### src/source/dma_mem_pkg.sv
//**********************************************************
// BAR memory geometry and the packed read request word
// passed from the parser through the completion queue
//**********************************************************
`default_nettype none

package dma_mem_pkg;

    localparam int MEM_WORD_W     = 32;
    localparam int MEM_BE_W       = 4;
    localparam int DEF_ADDR_WIDTH = 6;
    localparam int DEF_CPL_DEPTH  = 4;

    // read request, msb first:
    // tc, attr, requester id, tag, addr[6:2], word index
    localparam int CPL_LO_W  = 5;
    // word index field, holds any ADDR_WIDTH up to 12
    localparam int CPL_IDX_W = 12;
    localparam int CPL_REQ_W = 3 + 2 + 16 + 8 + CPL_LO_W + CPL_IDX_W;

endpackage

`default_nettype wire

### src/source/pcie_tlp_pkg.sv
//**********************************************************
// TLP header layouts and fmt/type codes for the 128-bit
// AXI-stream beat, shared by the parser and CplD builder
//**********************************************************
`default_nettype none

package pcie_tlp_pkg;

    localparam int TLP_DATA_W  = 128;
    localparam int TLP_LEN_W   = 10;
    localparam int TLP_BCNT_W  = 12;
    localparam int TLP_LADDR_W = 7;

    // fmt/type, 3DW headers only
    localparam logic [7:0] FMT_TYPE_MRD32 = 8'h00;
    localparam logic [7:0] FMT_TYPE_MWR32 = 8'h40;
    localparam logic [7:0] FMT_TYPE_CPLD  = 8'h4a;

    localparam logic [2:0] CPL_STATUS_SC  = 3'b000;

    // request view, DW0 sits in bits 31:0
    typedef struct packed {
        logic [31:0]            data;
        logic [29:0]            addr;
        logic [1:0]             addr_rsvd;
        logic [15:0]            req_id;
        logic [7:0]             tag;
        logic [3:0]             last_be;
        logic [3:0]             first_be;
        logic [7:0]             fmt_type;
        logic                   rsvd0;
        logic [2:0]             tc;
        logic [3:0]             rsvd1;
        logic                   td;
        logic                   ep;
        logic [1:0]             attr;
        logic [1:0]             at;
        logic [TLP_LEN_W-1:0]   length;
    } req_hdr_t;

    // completion view, same DW0 layout
    typedef struct packed {
        logic [31:0]            data;
        logic [15:0]            req_id;
        logic [7:0]             tag;
        logic                   rsvd2;
        logic [TLP_LADDR_W-1:0] lower_addr;
        logic [15:0]            cpl_id;
        logic [2:0]             status;
        logic                   bcm;
        logic [TLP_BCNT_W-1:0]  byte_cnt;
        logic [7:0]             fmt_type;
        logic                   rsvd0;
        logic [2:0]             tc;
        logic [3:0]             rsvd1;
        logic                   td;
        logic                   ep;
        logic [1:0]             attr;
        logic [1:0]             at;
        logic [TLP_LEN_W-1:0]   length;
    } cpl_hdr_t;

    typedef union packed {
        req_hdr_t req;
        cpl_hdr_t cpl;
    } tlp_hdr_u;

endpackage

`default_nettype wire

### src/source/bar_mem.sv
//**********************************************************
// BAR register memory, byte-enabled write port and one
// registered read port, cleared to zero by reset
//**********************************************************
`timescale 1ns/1ns
`default_nettype none

module bar_mem #(
    parameter int ADDR_WIDTH = dma_mem_pkg::DEF_ADDR_WIDTH
)(
    input  wire                                clk,
    input  wire                                i_rst_n,
    input  wire                                i_wr_en,
    input  wire [ADDR_WIDTH-1:0]               i_wr_addr,
    input  wire [dma_mem_pkg::MEM_WORD_W-1:0]  i_wr_data,
    input  wire [dma_mem_pkg::MEM_BE_W-1:0]    i_wr_be,
    input  wire                                i_rd_en,
    input  wire [ADDR_WIDTH-1:0]               i_rd_addr,
    output logic [dma_mem_pkg::MEM_WORD_W-1:0] o_rd_data
);

    import dma_mem_pkg::*;

    localparam int DEPTH = 2 ** ADDR_WIDTH;

    logic [MEM_WORD_W-1:0] mem [DEPTH];

    always_ff @(posedge clk or negedge i_rst_n)
    begin
        if (!i_rst_n)
        begin
            for (int i = 0; i < DEPTH; i++)
                mem[i] <= '0;
        end
        else if (i_wr_en)
        begin
            // merge enabled bytes only
            for (int b = 0; b < MEM_BE_W; b++)
                if (i_wr_be[b])
                    mem[i_wr_addr][b*8 +: 8] <= i_wr_data[b*8 +: 8];
        end
    end

    always_ff @(posedge clk)
    begin
        if (i_rd_en)
            o_rd_data <= mem[i_rd_addr];
    end

endmodule

`default_nettype wire

### src/source/cpl_req_fifo.sv
//**********************************************************
// Queue of pending read requests between the parser and
// the CplD builder; push and pop may share a cycle
//**********************************************************
`timescale 1ns/1ns
`default_nettype none

module cpl_req_fifo #(
    parameter int CPL_DEPTH = dma_mem_pkg::DEF_CPL_DEPTH
)(
    input  wire                               clk,
    input  wire                               i_rst_n,
    input  wire                               i_push,
    input  wire [dma_mem_pkg::CPL_REQ_W-1:0]  i_push_data,
    input  wire                               i_pop,
    output logic [dma_mem_pkg::CPL_REQ_W-1:0] o_pop_data,
    output logic                              o_empty,
    output logic                              o_full
);

    import dma_mem_pkg::*;

    localparam int PTR_W = (CPL_DEPTH > 1) ? $clog2(CPL_DEPTH) : 1;

    logic [CPL_REQ_W-1:0] buf_q [CPL_DEPTH];
    logic [PTR_W-1:0]     wr_ptr;
    logic [PTR_W-1:0]     rd_ptr;
    logic [PTR_W:0]       count;
    logic                 push_ok;
    logic                 pop_ok;

    assign o_empty    = (count == '0);
    assign o_full     = (count == (PTR_W+1)'(CPL_DEPTH));
    assign push_ok    = i_push && !o_full;
    assign pop_ok     = i_pop && !o_empty;
    assign o_pop_data = buf_q[rd_ptr];

    always_ff @(posedge clk or negedge i_rst_n)
    begin
        if (!i_rst_n)
        begin
            wr_ptr <= '0;
            rd_ptr <= '0;
            count  <= '0;
        end
        else
        begin
            if (push_ok)
                wr_ptr <= (wr_ptr == PTR_W'(CPL_DEPTH-1)) ? '0 : wr_ptr + 1'b1;
            if (pop_ok)
                rd_ptr <= (rd_ptr == PTR_W'(CPL_DEPTH-1)) ? '0 : rd_ptr + 1'b1;
            // occupancy holds when both happen
            if (push_ok && !pop_ok)
                count <= count + 1'b1;
            else if (pop_ok && !push_ok)
                count <= count - 1'b1;
        end
    end

    always_ff @(posedge clk)
    begin
        if (push_ok)
            buf_q[wr_ptr] <= i_push_data;
    end

endmodule

`default_nettype wire

### src/source/cpl_tx_builder.sv
//**********************************************************
// CplD builder: pops a read request, fetches the BAR word
// and holds one completion beat until the link takes it
//**********************************************************
`timescale 1ns/1ns
`default_nettype none

module cpl_tx_builder #(
    parameter int ADDR_WIDTH = dma_mem_pkg::DEF_ADDR_WIDTH
)(
    input  wire                                 clk,
    input  wire                                 i_rst_n,
    input  wire [7:0]                           i_cfg_pbus_num,
    input  wire [4:0]                           i_cfg_pbus_dev_num,
    input  wire                                 i_fifo_empty,
    output logic                                o_fifo_pop,
    input  wire [dma_mem_pkg::CPL_REQ_W-1:0]    i_req_data,
    output logic                                o_mem_rd_en,
    output logic [ADDR_WIDTH-1:0]               o_mem_rd_addr,
    input  wire [dma_mem_pkg::MEM_WORD_W-1:0]   i_mem_rd_data,
    output logic                                o_cpl_busy,
    output logic                                o_axis_slave_tvld,
    input  wire                                 i_axis_slave_trdy,
    output logic [pcie_tlp_pkg::TLP_DATA_W-1:0] o_axis_slave_tdata,
    output logic                                o_axis_slave_tlast
);

    import pcie_tlp_pkg::*;
    import dma_mem_pkg::*;

    localparam logic [1:0] ST_IDLE = 2'd0;
    localparam logic [1:0] ST_READ = 2'd1;
    localparam logic [1:0] ST_SEND = 2'd2;

    logic [1:0]           state;
    logic [CPL_REQ_W-1:0] req_q;
    logic [2:0]           rq_tc;
    logic [1:0]           rq_attr;
    logic [15:0]          rq_id;
    logic [7:0]           rq_tag;
    logic [CPL_LO_W-1:0]  rq_lo;
    logic [CPL_IDX_W-1:0] rq_idx;
    tlp_hdr_u             beat;

    assign {rq_tc, rq_attr, rq_id, rq_tag, rq_lo, rq_idx} = req_q;

    assign o_fifo_pop         = (state == ST_IDLE) && !i_fifo_empty;
    assign o_mem_rd_en        = (state == ST_READ);
    assign o_mem_rd_addr      = rq_idx[ADDR_WIDTH-1:0];
    assign o_cpl_busy         = (state != ST_IDLE);
    assign o_axis_slave_tvld  = (state == ST_SEND);
    assign o_axis_slave_tlast = 1'b1;
    assign o_axis_slave_tdata = beat;

    //**********************************************************
    // idle -> read -> send, back to idle on transfer
    always_ff @(posedge clk or negedge i_rst_n)
    begin
        if (!i_rst_n)
            state <= ST_IDLE;
        else
        begin
            case (state)
                ST_IDLE: if (!i_fifo_empty) state <= ST_READ;
                ST_READ: state <= ST_SEND;
                ST_SEND: if (i_axis_slave_trdy) state <= ST_IDLE;
                default: state <= ST_IDLE;
            endcase
        end
    end

    always_ff @(posedge clk)
    begin
        if (o_fifo_pop)
            req_q <= i_req_data;
    end

    //**********************************************************
    // completion header, memory word rides in DW3
    always_comb
    begin
        beat                = '0;
        beat.cpl.fmt_type   = FMT_TYPE_CPLD;
        beat.cpl.tc         = rq_tc;
        beat.cpl.attr       = rq_attr;
        beat.cpl.length     = TLP_LEN_W'(1);
        beat.cpl.cpl_id     = {i_cfg_pbus_num, i_cfg_pbus_dev_num, 3'b000};
        beat.cpl.status     = CPL_STATUS_SC;
        beat.cpl.byte_cnt   = TLP_BCNT_W'(4);
        beat.cpl.req_id     = rq_id;
        beat.cpl.tag        = rq_tag;
        beat.cpl.lower_addr = {rq_lo, 2'b00};
        beat.cpl.data       = i_mem_rd_data;
    end

endmodule

`default_nettype wire

### src/source/pcie_dma_top.sv
//**********************************************************
// PCIe DMA endpoint target: BAR writes from inbound MWR,
// CplD answers to inbound MRD on the slave stream
//**********************************************************
`timescale 1ns/1ns
`default_nettype none

module pcie_dma_top #(
    parameter int ADDR_WIDTH = dma_mem_pkg::DEF_ADDR_WIDTH,
    parameter int CPL_DEPTH  = dma_mem_pkg::DEF_CPL_DEPTH
)(
    input  wire                                 clk,
    input  wire                                 i_rst_n,
    input  wire [7:0]                           i_cfg_pbus_num,
    input  wire [4:0]                           i_cfg_pbus_dev_num,
    // inbound stream
    input  wire                                 i_axis_master_tvld,
    output logic                                o_axis_master_trdy,
    input  wire [pcie_tlp_pkg::TLP_DATA_W-1:0]  i_axis_master_tdata,
    input  wire [3:0]                           i_axis_master_tkeep,
    input  wire                                 i_axis_master_tlast,
    // outbound completions
    input  wire                                 i_axis_slave_trdy,
    output logic                                o_axis_slave_tvld,
    output logic [pcie_tlp_pkg::TLP_DATA_W-1:0] o_axis_slave_tdata,
    output logic                                o_axis_slave_tlast
);

    import dma_mem_pkg::*;

    logic                   mem_wr_en;
    logic [ADDR_WIDTH-1:0]  mem_wr_addr;
    logic [MEM_WORD_W-1:0]  mem_wr_data;
    logic [MEM_BE_W-1:0]    mem_wr_be;
    logic                   mem_rd_en;
    logic [ADDR_WIDTH-1:0]  mem_rd_addr;
    logic [MEM_WORD_W-1:0]  mem_rd_data;
    logic                   req_push;
    logic [CPL_REQ_W-1:0]   req_push_data;
    logic                   req_pop;
    logic [CPL_REQ_W-1:0]   req_pop_data;
    logic                   fifo_empty;
    logic                   fifo_full;
    logic                   cpl_busy;

    tlp_rx_parser #(
        .ADDR_WIDTH         (ADDR_WIDTH)
    ) u_tlp_rx_parser (
        .clk                (clk),
        .i_rst_n            (i_rst_n),
        .i_axis_master_tvld (i_axis_master_tvld),
        .o_axis_master_trdy (o_axis_master_trdy),
        .i_axis_master_tdata(i_axis_master_tdata),
        .i_axis_master_tlast(i_axis_master_tlast),
        .i_fifo_full        (fifo_full),
        .i_fifo_empty       (fifo_empty),
        .i_cpl_busy         (cpl_busy),
        .o_mem_wr_en        (mem_wr_en),
        .o_mem_wr_addr      (mem_wr_addr),
        .o_mem_wr_data      (mem_wr_data),
        .o_mem_wr_be        (mem_wr_be),
        .o_req_push         (req_push),
        .o_req_data         (req_push_data)
    );

    bar_mem #(
        .ADDR_WIDTH         (ADDR_WIDTH)
    ) u_bar_mem (
        .clk                (clk),
        .i_rst_n            (i_rst_n),
        .i_wr_en            (mem_wr_en),
        .i_wr_addr          (mem_wr_addr),
        .i_wr_data          (mem_wr_data),
        .i_wr_be            (mem_wr_be),
        .i_rd_en            (mem_rd_en),
        .i_rd_addr          (mem_rd_addr),
        .o_rd_data          (mem_rd_data)
    );

    cpl_req_fifo #(
        .CPL_DEPTH          (CPL_DEPTH)
    ) u_cpl_req_fifo (
        .clk                (clk),
        .i_rst_n            (i_rst_n),
        .i_push             (req_push),
        .i_push_data        (req_push_data),
        .i_pop              (req_pop),
        .o_pop_data         (req_pop_data),
        .o_empty            (fifo_empty),
        .o_full             (fifo_full)
    );

    cpl_tx_builder #(
        .ADDR_WIDTH         (ADDR_WIDTH)
    ) u_cpl_tx_builder (
        .clk                (clk),
        .i_rst_n            (i_rst_n),
        .i_cfg_pbus_num     (i_cfg_pbus_num),
        .i_cfg_pbus_dev_num (i_cfg_pbus_dev_num),
        .i_fifo_empty       (fifo_empty),
        .o_fifo_pop         (req_pop),
        .i_req_data         (req_pop_data),
        .o_mem_rd_en        (mem_rd_en),
        .o_mem_rd_addr      (mem_rd_addr),
        .i_mem_rd_data      (mem_rd_data),
        .o_cpl_busy         (cpl_busy),
        .o_axis_slave_tvld  (o_axis_slave_tvld),
        .i_axis_slave_trdy  (i_axis_slave_trdy),
        .o_axis_slave_tdata (o_axis_slave_tdata),
        .o_axis_slave_tlast (o_axis_slave_tlast)
    );

endmodule

`default_nettype wire

### src/source/tlp_rx_parser.sv
//**********************************************************
// Inbound TLP parser: single-beat MWR goes to BAR memory,
// MRD is queued for completion, everything else dropped
//**********************************************************
`timescale 1ns/1ns
`default_nettype none

module tlp_rx_parser #(
    parameter int ADDR_WIDTH = dma_mem_pkg::DEF_ADDR_WIDTH
)(
    input  wire                                clk,
    input  wire                                i_rst_n,
    input  wire                                i_axis_master_tvld,
    output logic                               o_axis_master_trdy,
    input  wire [pcie_tlp_pkg::TLP_DATA_W-1:0] i_axis_master_tdata,
    input  wire                                i_axis_master_tlast,
    input  wire                                i_fifo_full,
    input  wire                                i_fifo_empty,
    input  wire                                i_cpl_busy,
    output logic                               o_mem_wr_en,
    output logic [ADDR_WIDTH-1:0]              o_mem_wr_addr,
    output logic [dma_mem_pkg::MEM_WORD_W-1:0] o_mem_wr_data,
    output logic [dma_mem_pkg::MEM_BE_W-1:0]   o_mem_wr_be,
    output logic                               o_req_push,
    output logic [dma_mem_pkg::CPL_REQ_W-1:0]  o_req_data
);

    import pcie_tlp_pkg::*;
    import dma_mem_pkg::*;

    tlp_hdr_u   hdr;
    logic       rx_en;
    logic       discard_q;
    logic       beat_ok;
    logic       is_mwr;
    logic       is_mrd;
    logic       accept;

    assign hdr = i_axis_master_tdata;

    // first beat must also be the last, with one DW of payload
    assign beat_ok = !discard_q && i_axis_master_tlast
                     && (hdr.req.length == TLP_LEN_W'(1));
    assign is_mwr  = (hdr.req.fmt_type == FMT_TYPE_MWR32);
    assign is_mrd  = (hdr.req.fmt_type == FMT_TYPE_MRD32);

    // a new MWR waits until every queued read has left memory
    always_comb
    begin
        o_axis_master_trdy = rx_en && !i_fifo_full;
        if (!discard_q && is_mwr && (!i_fifo_empty || i_cpl_busy))
            o_axis_master_trdy = 1'b0;
    end

    assign accept = i_axis_master_tvld && o_axis_master_trdy;

    //**********************************************************
    // read request into the completion queue
    assign o_req_push = accept && beat_ok && is_mrd;
    assign o_req_data = {hdr.req.tc, hdr.req.attr, hdr.req.req_id, hdr.req.tag,
                         hdr.req.addr[CPL_LO_W-1:0],
                         CPL_IDX_W'(hdr.req.addr[ADDR_WIDTH-1:0])};

    always_ff @(posedge clk or negedge i_rst_n)
    begin
        if (!i_rst_n)
        begin
            rx_en       <= 1'b0;
            discard_q   <= 1'b0;
            o_mem_wr_en <= 1'b0;
        end
        else
        begin
            rx_en       <= 1'b1;
            o_mem_wr_en <= accept && beat_ok && is_mwr;
            // swallow the rest of any multi-beat packet
            if (accept)
                discard_q <= !i_axis_master_tlast;
        end
    end

    //**********************************************************
    // write payload, valid alongside o_mem_wr_en
    always_ff @(posedge clk)
    begin
        if (accept)
        begin
            o_mem_wr_addr <= hdr.req.addr[ADDR_WIDTH-1:0];
            o_mem_wr_data <= hdr.req.data;
            o_mem_wr_be   <= hdr.req.first_be;
        end
    end

endmodule

`default_nettype wire

### config.mk
export PLATFORM = sky130hd
export DESIGN_NAME = pcie_dma_top
export DESIGN_NICKNAME = d
export VERILOG_FILES = /design/src/source/dma_mem_pkg.sv /design/src/source/pcie_tlp_pkg.sv /design/src/source/bar_mem.sv /design/src/source/cpl_req_fifo.sv /design/src/source/cpl_tx_builder.sv /design/src/source/pcie_dma_top.sv /design/src/source/tlp_rx_parser.sv
export SDC_FILE = /design/constraint.sdc
export NUM_CORES = 2
export LEC_CHECK = 0
export ABC_CLOCK_PERIOD_IN_PS = 4200
export BUFFER_PORTS_ARGS = -buffer_cell sky130_fd_sc_hd__buf_2
export CORE_MARGIN = 2
export CORE_UTILIZATION = 50
export CTS_CLUSTER_SIZE = 24
export DETAILED_ROUTE_END_ITERATION = 8
export GPL_ROUTABILITY_DRIVEN = 0
export PLACE_DENSITY = 0.81
export SETUP_SLACK_MARGIN = 0.4
export SLEW_MARGIN = 10
export SYNTH_ARGS = -nofsm -noshare
export SYNTH_HDL_FRONTEND = slang
export SYNTH_SLANG_ARGS = --single-unit
### constraint.sdc
create_clock -name clk -period 4.2 [get_ports clk]
set_input_delay 0.84 -clock clk [delete_from_list [all_inputs] [get_ports clk]]
set_output_delay 0.84 -clock clk [all_outputs]
set_load 0.05 [all_outputs]
Yosys cells after proc, flatten, opt, wreduce, memory -nomap -nowiden
Memory sizes are Yosys's and may differ from the RTL's. A register that Yosys moved wholly into a read port is not among the register bits.
Cells that the tools add are included.

cells by class
  $add $sub $neg = 4
  multipliers = 0
  divide/modulo/power cells = 0
  order comparisons = 3
  eq/ne operators = 9
  shift-type cells = 0
  muxes and demuxes = 32
  bitwise logic cells = 2
  reduce and logical (&&, ||, !) cells = 28

operators by type and width
  operator                                            number
  2-to-1 mux 2048 bit                                 7
  bitwise mux 2048 bit                                4
  demux 32 bit (select 6 bit)                         4
  binary-select mux 32 bit (select 6 bit)             1
  2-to-1 mux 32 bit                                   3
  2-to-1 mux 24 bit                                   1
  2-to-1 mux 16 bit                                   1
  logical AND 1 bit                                   15
  >= comparator 7 bit, second input constant          2
  inverter 6 -> 7 bit                                 2
  == test 10 x 1 -> 1 bit, second input constant      1
  == test 8 x 7 -> 1 bit, second input constant       1
  zero test 8 bit                                     1
  2-to-1 mux 2 bit                                    4
  2-to-1 mux 8 bit                                    1
  < comparator 7 x 1 -> 1 bit, second input constant  1
  == test 2 bit, second input constant                3
  zero test 1 bit                                     6
  2-to-1 mux 3 bit                                    2
  one-hot mux 2 bit (3 select lines)                  1
  adder 2 x 1 -> 2 bit, second input constant         2
  != test 2 bit, second input constant                2
  nonzero test 2 bit                                  2
  adder 3 x 1 -> 3 bit, second input constant         1
  other kinds (8)                                     10

word-level totals
  bits in registers = 2134
  latch bits = 0
  RAM bits = 160
  bits in read-only memories = 0
  bits of input ports = 150
  output and inout port bits = 131
  word-level logic and storage cells = 154
  memories kept = 1

memories
  name                  depth  width  rd ports  clocked after Yosys merged registers in  wr ports  line                source
  u_cpl_req_fifo.buf_q  4      40     1         1                                        1         cpl_req_fifo.sv:25  logic [CPL_REQ_W-1:0] buf_q [CPL_DEPTH];

Longest topological paths before layout
  word-level depth = 16
  gate-level depth with buffers = 10
  depth with buffers taken out = 10

Modules after synthesis
From an unflattened synthesis, not the netlist that was laid out.

unflattened totals
  cells, all modules = 6485
  area, all modules = 105507.4 um^2

by module, submodules not included
  module          times used  cells each  area each (um^2)  seq. area each (um^2)
  bar_mem         1           5952        94578.2           52210.1
  cpl_req_fifo    1           277         7099.3            5700.5
  cpl_tx_builder  1           146         2009.4            1251.2
  tlp_rx_parser   1           110         1820.5            1336.3

Worst setup path before layout
Ideal clock, no wire load.

  path kind = flip-flop to flip-flop
  start point = register u_cpl_req_fifo.count[0]
  end point = register u_cpl_req_fifo.count[1]
  library setup time = 125 ps
  arrival time = 4273 ps
  required time = 4075 ps
  path slack = -198 ps
  stages on the path, launching flop included = 8
  path buffers = 0
  clock period less this slack = 4398 ps
  cells stage by stage = dfrtp_1 nor3_1 nor3_1 inv_1 ha_1 inv_1 fa_1 mux2_2

on the way
  elaborated cells between the ends (all ways) = 23
  classes of those cells = 2 x add/sub; 1 x eq/ne; 3 x mux; 17 x reduce/logical

RTL lines
  what                                                    line                  source
  start, declared                                         cpl_req_fifo.sv:28    logic [PTR_W:0] count;
  start signal, assigned                                  cpl_req_fifo.sv:54    count <= count + 1'b1;
  start signal, assigned                                  cpl_req_fifo.sv:56    count <= count - 1'b1;
  zero test 3 bit (*)                                     cpl_req_fifo.sv:32    assign o_empty = (count == '0);
  zero test 1 bit (*)                                     cpl_tx_builder.sv:47  assign o_fifo_pop = (state == ST_IDLE) && !i_fifo_empty;
  logical AND 1 bit (*)                                   cpl_tx_builder.sv:47
  net req_pop                                             pcie_dma_top.sv:40    logic req_pop;
  logical AND 1 bit (*)                                   cpl_req_fifo.sv:35    assign pop_ok = i_pop && !o_empty;
  zero test 1 bit                                         cpl_req_fifo.sv:53    if (push_ok && !pop_ok)
  logical AND 1 bit                                       cpl_req_fifo.sv:53
  2-to-1 mux 3 bit or nonzero test 2 bit (tied branches)  --

Mark *: on every way through the listed nets, which the timed path passes. The rest lies on a longest branch. The select of a mux whose other input is x is not followed.
A chain may end at the register's enable or synchronous reset.

Final worst setup path
  start point = register u_cpl_tx_builder.req_q[15], read port of u_cpl_req_fifo.buf_q
  end point = output port o_axis_slave_tdata[69] (netlist name)

RTL lines
  what             line                  source
  start, declared  cpl_tx_builder.sv:36  logic [CPL_REQ_W-1:0] req_q;
  end, declared    pcie_dma_top.sv:25    output logic [pcie_tlp_pkg::TLP_DATA_W-1:0] o_axis_slave_tdata,

No word-level cell between the ends.

==> metrics.txt <==
path depth of the worst reg2reg path 5; worst hold margin 0.0975 ns; CP max-delay cell edfxtp_1; Stages on worst setup path 2; initial antenna violation count 17; Slew Limit Fails 0; critical path's largest stage delay 0.87 ns; Synth async-reset ratio 89.2%; largest cells by area after synthesis dfrtp_1 50%, mux2_2 22%, mux4_2 11%; outcome complete, no violations; die area 209000 µm²; Yosys top cell area share 50.2%; Nets 6780; Final Cycle Share 89.4%; cell family with the largest share of critical-path delay buffers and inverters; TNS Setup 0 ns; GR Overflow Total 0; PortBufs 161; Netlist Area Pre-Place 103000 µm²; post-synthesis register bit count 2309; row count 166; Tmin final 3.76 ns; Skew-Pair Late Insertion Delay 0.91 ns; Hold Crit Depth 1; fmax 0.266 GHz; Via density 6.35; crit path cell chain buf_4 > buf_2; fraction of layout cells with a size suffix above 1 51.4%; Syn Inst Count 6456; length of the first detailed-routing pass in iterations 7; CP Capture Type output pin; root buffer cell clkbuf_16; top cell type by total area after synthesis dfrtp_1; Starting Density 50.2%; sequential area share after synthesis 57.4%; Post-synth EDFFs 249; cts bufs inserted 227; Post-CTS Setup Inserts 0; CTS tree built; synth warn 0; worst path bufs/invs 2; HPWL Detailed 181000 µm; crit path kind flip-flop to output pin; IO Pins 281; Die Y-Extent 457 µm; First DRT Iteration DRCs 5763; clock sink total 2309; number of global-route vias before repair 63100; Critical Path Fanout Max 46; Total Routing Usage GR 26.7%; clock-pin slew on the worst setup and hold paths 0.06 ns; HP Class primary input to flip-flop; largest net degree at the start of global routing 159; Die W 457 µm; Power Density 517 nW/µm²; first-pass GRT wire length 418000 µm; worst reg2reg setup slack 0.61 ns; Hold Fails Final Rpt 0; Req. time, crit path 3.36 ns; P&R area growth vs syn 11.7%; wire length after detailed routing 281000 µm; Max-slew headroom 18.4%; Yosys cell types 61; CTS Buffer Depth 3; Static Leakage 53.6 nW; via count 60400; Syn Area/Cell 15.9 µm²; Setup-failing EPs final 0; RSZ-0062 raised after global routing false; critical path arrival 2.92 ns; Tightest Pin Transition 1.22 ns; CTS H-tree lvls 4; Routed wire per std cell 29.5 µm; core area 205000 µm²; Clock Skew 0.0709 ns; Critical Path Source Type flip-flop; Max Cap Violations 0; ys flop type dfrtp_1; remaining antenna violation count 0; worst vdd ir 666 µV; Remaining DRCs 0
final cells by class:
type                    count  area, µm²
repair buffers            420       3200
multi-input cells        3655      41300
well taps                2688       3360
flip-flops and latches   2309      59000
diodes                     16       40.0
inverters                  10       38.8
fillers                 15200      89800
clock inverters            93       1230
clock buffers             331       6570
power by group:
| part | internal, W | switching, W | total, W |
|---|---|---|---|
| sequential | 0.0233 | 0.000685 | 0.0240 |
| combinational | 0.00427 | 0.0101 | 0.0144 |
| clock | 0.0120 | 0.00901 | 0.0210 |
cell families (layout without fill, tap and decap cells):
logic type	Yosys count	after routing	share of synthesized area, %
muxes	2665	2665	34.7
buffers and inverters	541	854	2.62
other	2	67	0.00731
DFF	2309	2309	57.4
and+or+nand+nor	610	610	2.89
adders and majority gates	7	7	0.0925
xor gates and xnor gates	3	3	0.0256
AOI/OAI and AO/OA	319	319	2.28
sequential cells by signal (all words and copies together) (netlist names):
name / cells
u_bar_mem.mem: 2048
u_bar_mem.o_rd_data: 32
u_cpl_req_fifo.buf_q: 140
u_cpl_req_fifo.count: 3
u_cpl_req_fifo.rd_ptr: 2
u_cpl_req_fifo.wr_ptr: 2
u_cpl_tx_builder.req_q: 35
u_cpl_tx_builder.state: 2
u_tlp_rx_parser.discard_q: 1
u_tlp_rx_parser.o_mem_wr_addr: 6
u_tlp_rx_parser.o_mem_wr_be: 4
u_tlp_rx_parser.o_mem_wr_data: 32
u_tlp_rx_parser.o_mem_wr_en: 1
u_tlp_rx_parser.rx_en: 1
through the flow:
| stage | worst slack (ns) | cell area (µm²) | total power (W) | util [%] | cells |
|---|---|---|---|---|---|
| 3_3_place_gp | 0.843 | 107000 | 0.0383 | 52.3 | 9078 |
| 6_report | 0.445 | 115000 | 0.0593 | 56.1 | 9522 |
| 4_1_cts | 0.435 | 115000 | 0.0593 | 56.1 | 9503 |
| 3_5_place_dp | 0.795 | 107000 | 0.0384 | 52.3 | 9078 |
| 2_1_floorplan | 0.986 | 103000 | 0.0329 | - | 6505 |
| 5_1_grt | 0.427 | 115000 | 0.0609 | 56.1 | 9509 |
placed cells by master (no fill, tap or decap), types with 44 or more instances in the layout:
cell,synthesis,final
mux2i_1,70,70
clkbuf_8,0,48
mux2_2,2048,2048
clkbuf_16,0,228
nor2_1,117,104
o22ai_1,53,53
conb_1,2,51
nor2_2,128,139
edfxtp_1,249,249
a22oi_1,48,48
a21oi_1,48,48
dfrtp_1,2060,2059
buf_4,107,223
mux4_2,507,507
buf_2,64,160
nand2_1,213,209
clkinv_2,0,44
clkbuf_1,288,55
Yosys cell counts (3+ instances only):
cell type  instances
a311oi_1          20
o221ai_1          22
buf_4            107
o21ai_0            9
a31oi_1           13
buf_1             47
mux2i_1           70
and3_1            14
nor2b_1           12
a211oi_1          17
nor2_2           128
a21oi_1           48
dfrtp_1         2060
a22o_1            24
nand2b_1           6
nor2_1           117
nor3_1            34
ha_1               6
a221oi_1          36
inv_1              8
a221o_1            6
a22oi_1           48
buf_2             64
and2_1            22
or3_1              3
a211o_1            6
buf_6             24
nor3b_1            4
edfxtp_1         249
or3b_2             5
nand3_1           26
mux2_2          2048
and3b_1            4
nor4_1            10
o22ai_1           53
nand3b_1           4
o2bb2ai_1          3
nand2_1          213
a21o_1             3
clkbuf_1         288
mux4_2           507
mux2_1            40
routing by layer:
layer	part of all wire (%)	routed length (µm)	track usage (%)	vias to the layer above
met5	0.036	101	0.207	-
met3	9.3	26000	8.23	716
met1	39	108000	34.5	32600
li1	-	-	-	24400
met2	46	130000	40.8	2746
met4	5.5	15600	13.9	14
timing repair:
| action | CTS | global route |
|---|---|---|
| hold buffers | 1 | 0 |
| endpoints found under the hold margin | 48 | 0 |
| resized for setup | 0 | 0 |
path summary, 6_finish.rpt:
kind / start / to
worst max-delay path: u_cpl_tx_builder.req_q[15] / o_axis_slave_tdata[69]
worst min-delay path: i_axis_master_tdata[125] / u_tlp_rx_parser.o_mem_wr_data[29]
worst max register to register: u_cpl_tx_builder.req_q[15] / u_bar_mem.o_rd_data[26]
worst min register to register: u_bar_mem.mem[1969] / u_bar_mem.mem[1969]
max in group asynchronous: i_rst_n / u_bar_mem.mem[1952]
min in group asynchronous: i_rst_n / u_bar_mem.mem[1516]
(Power assumes the default switching activity.)
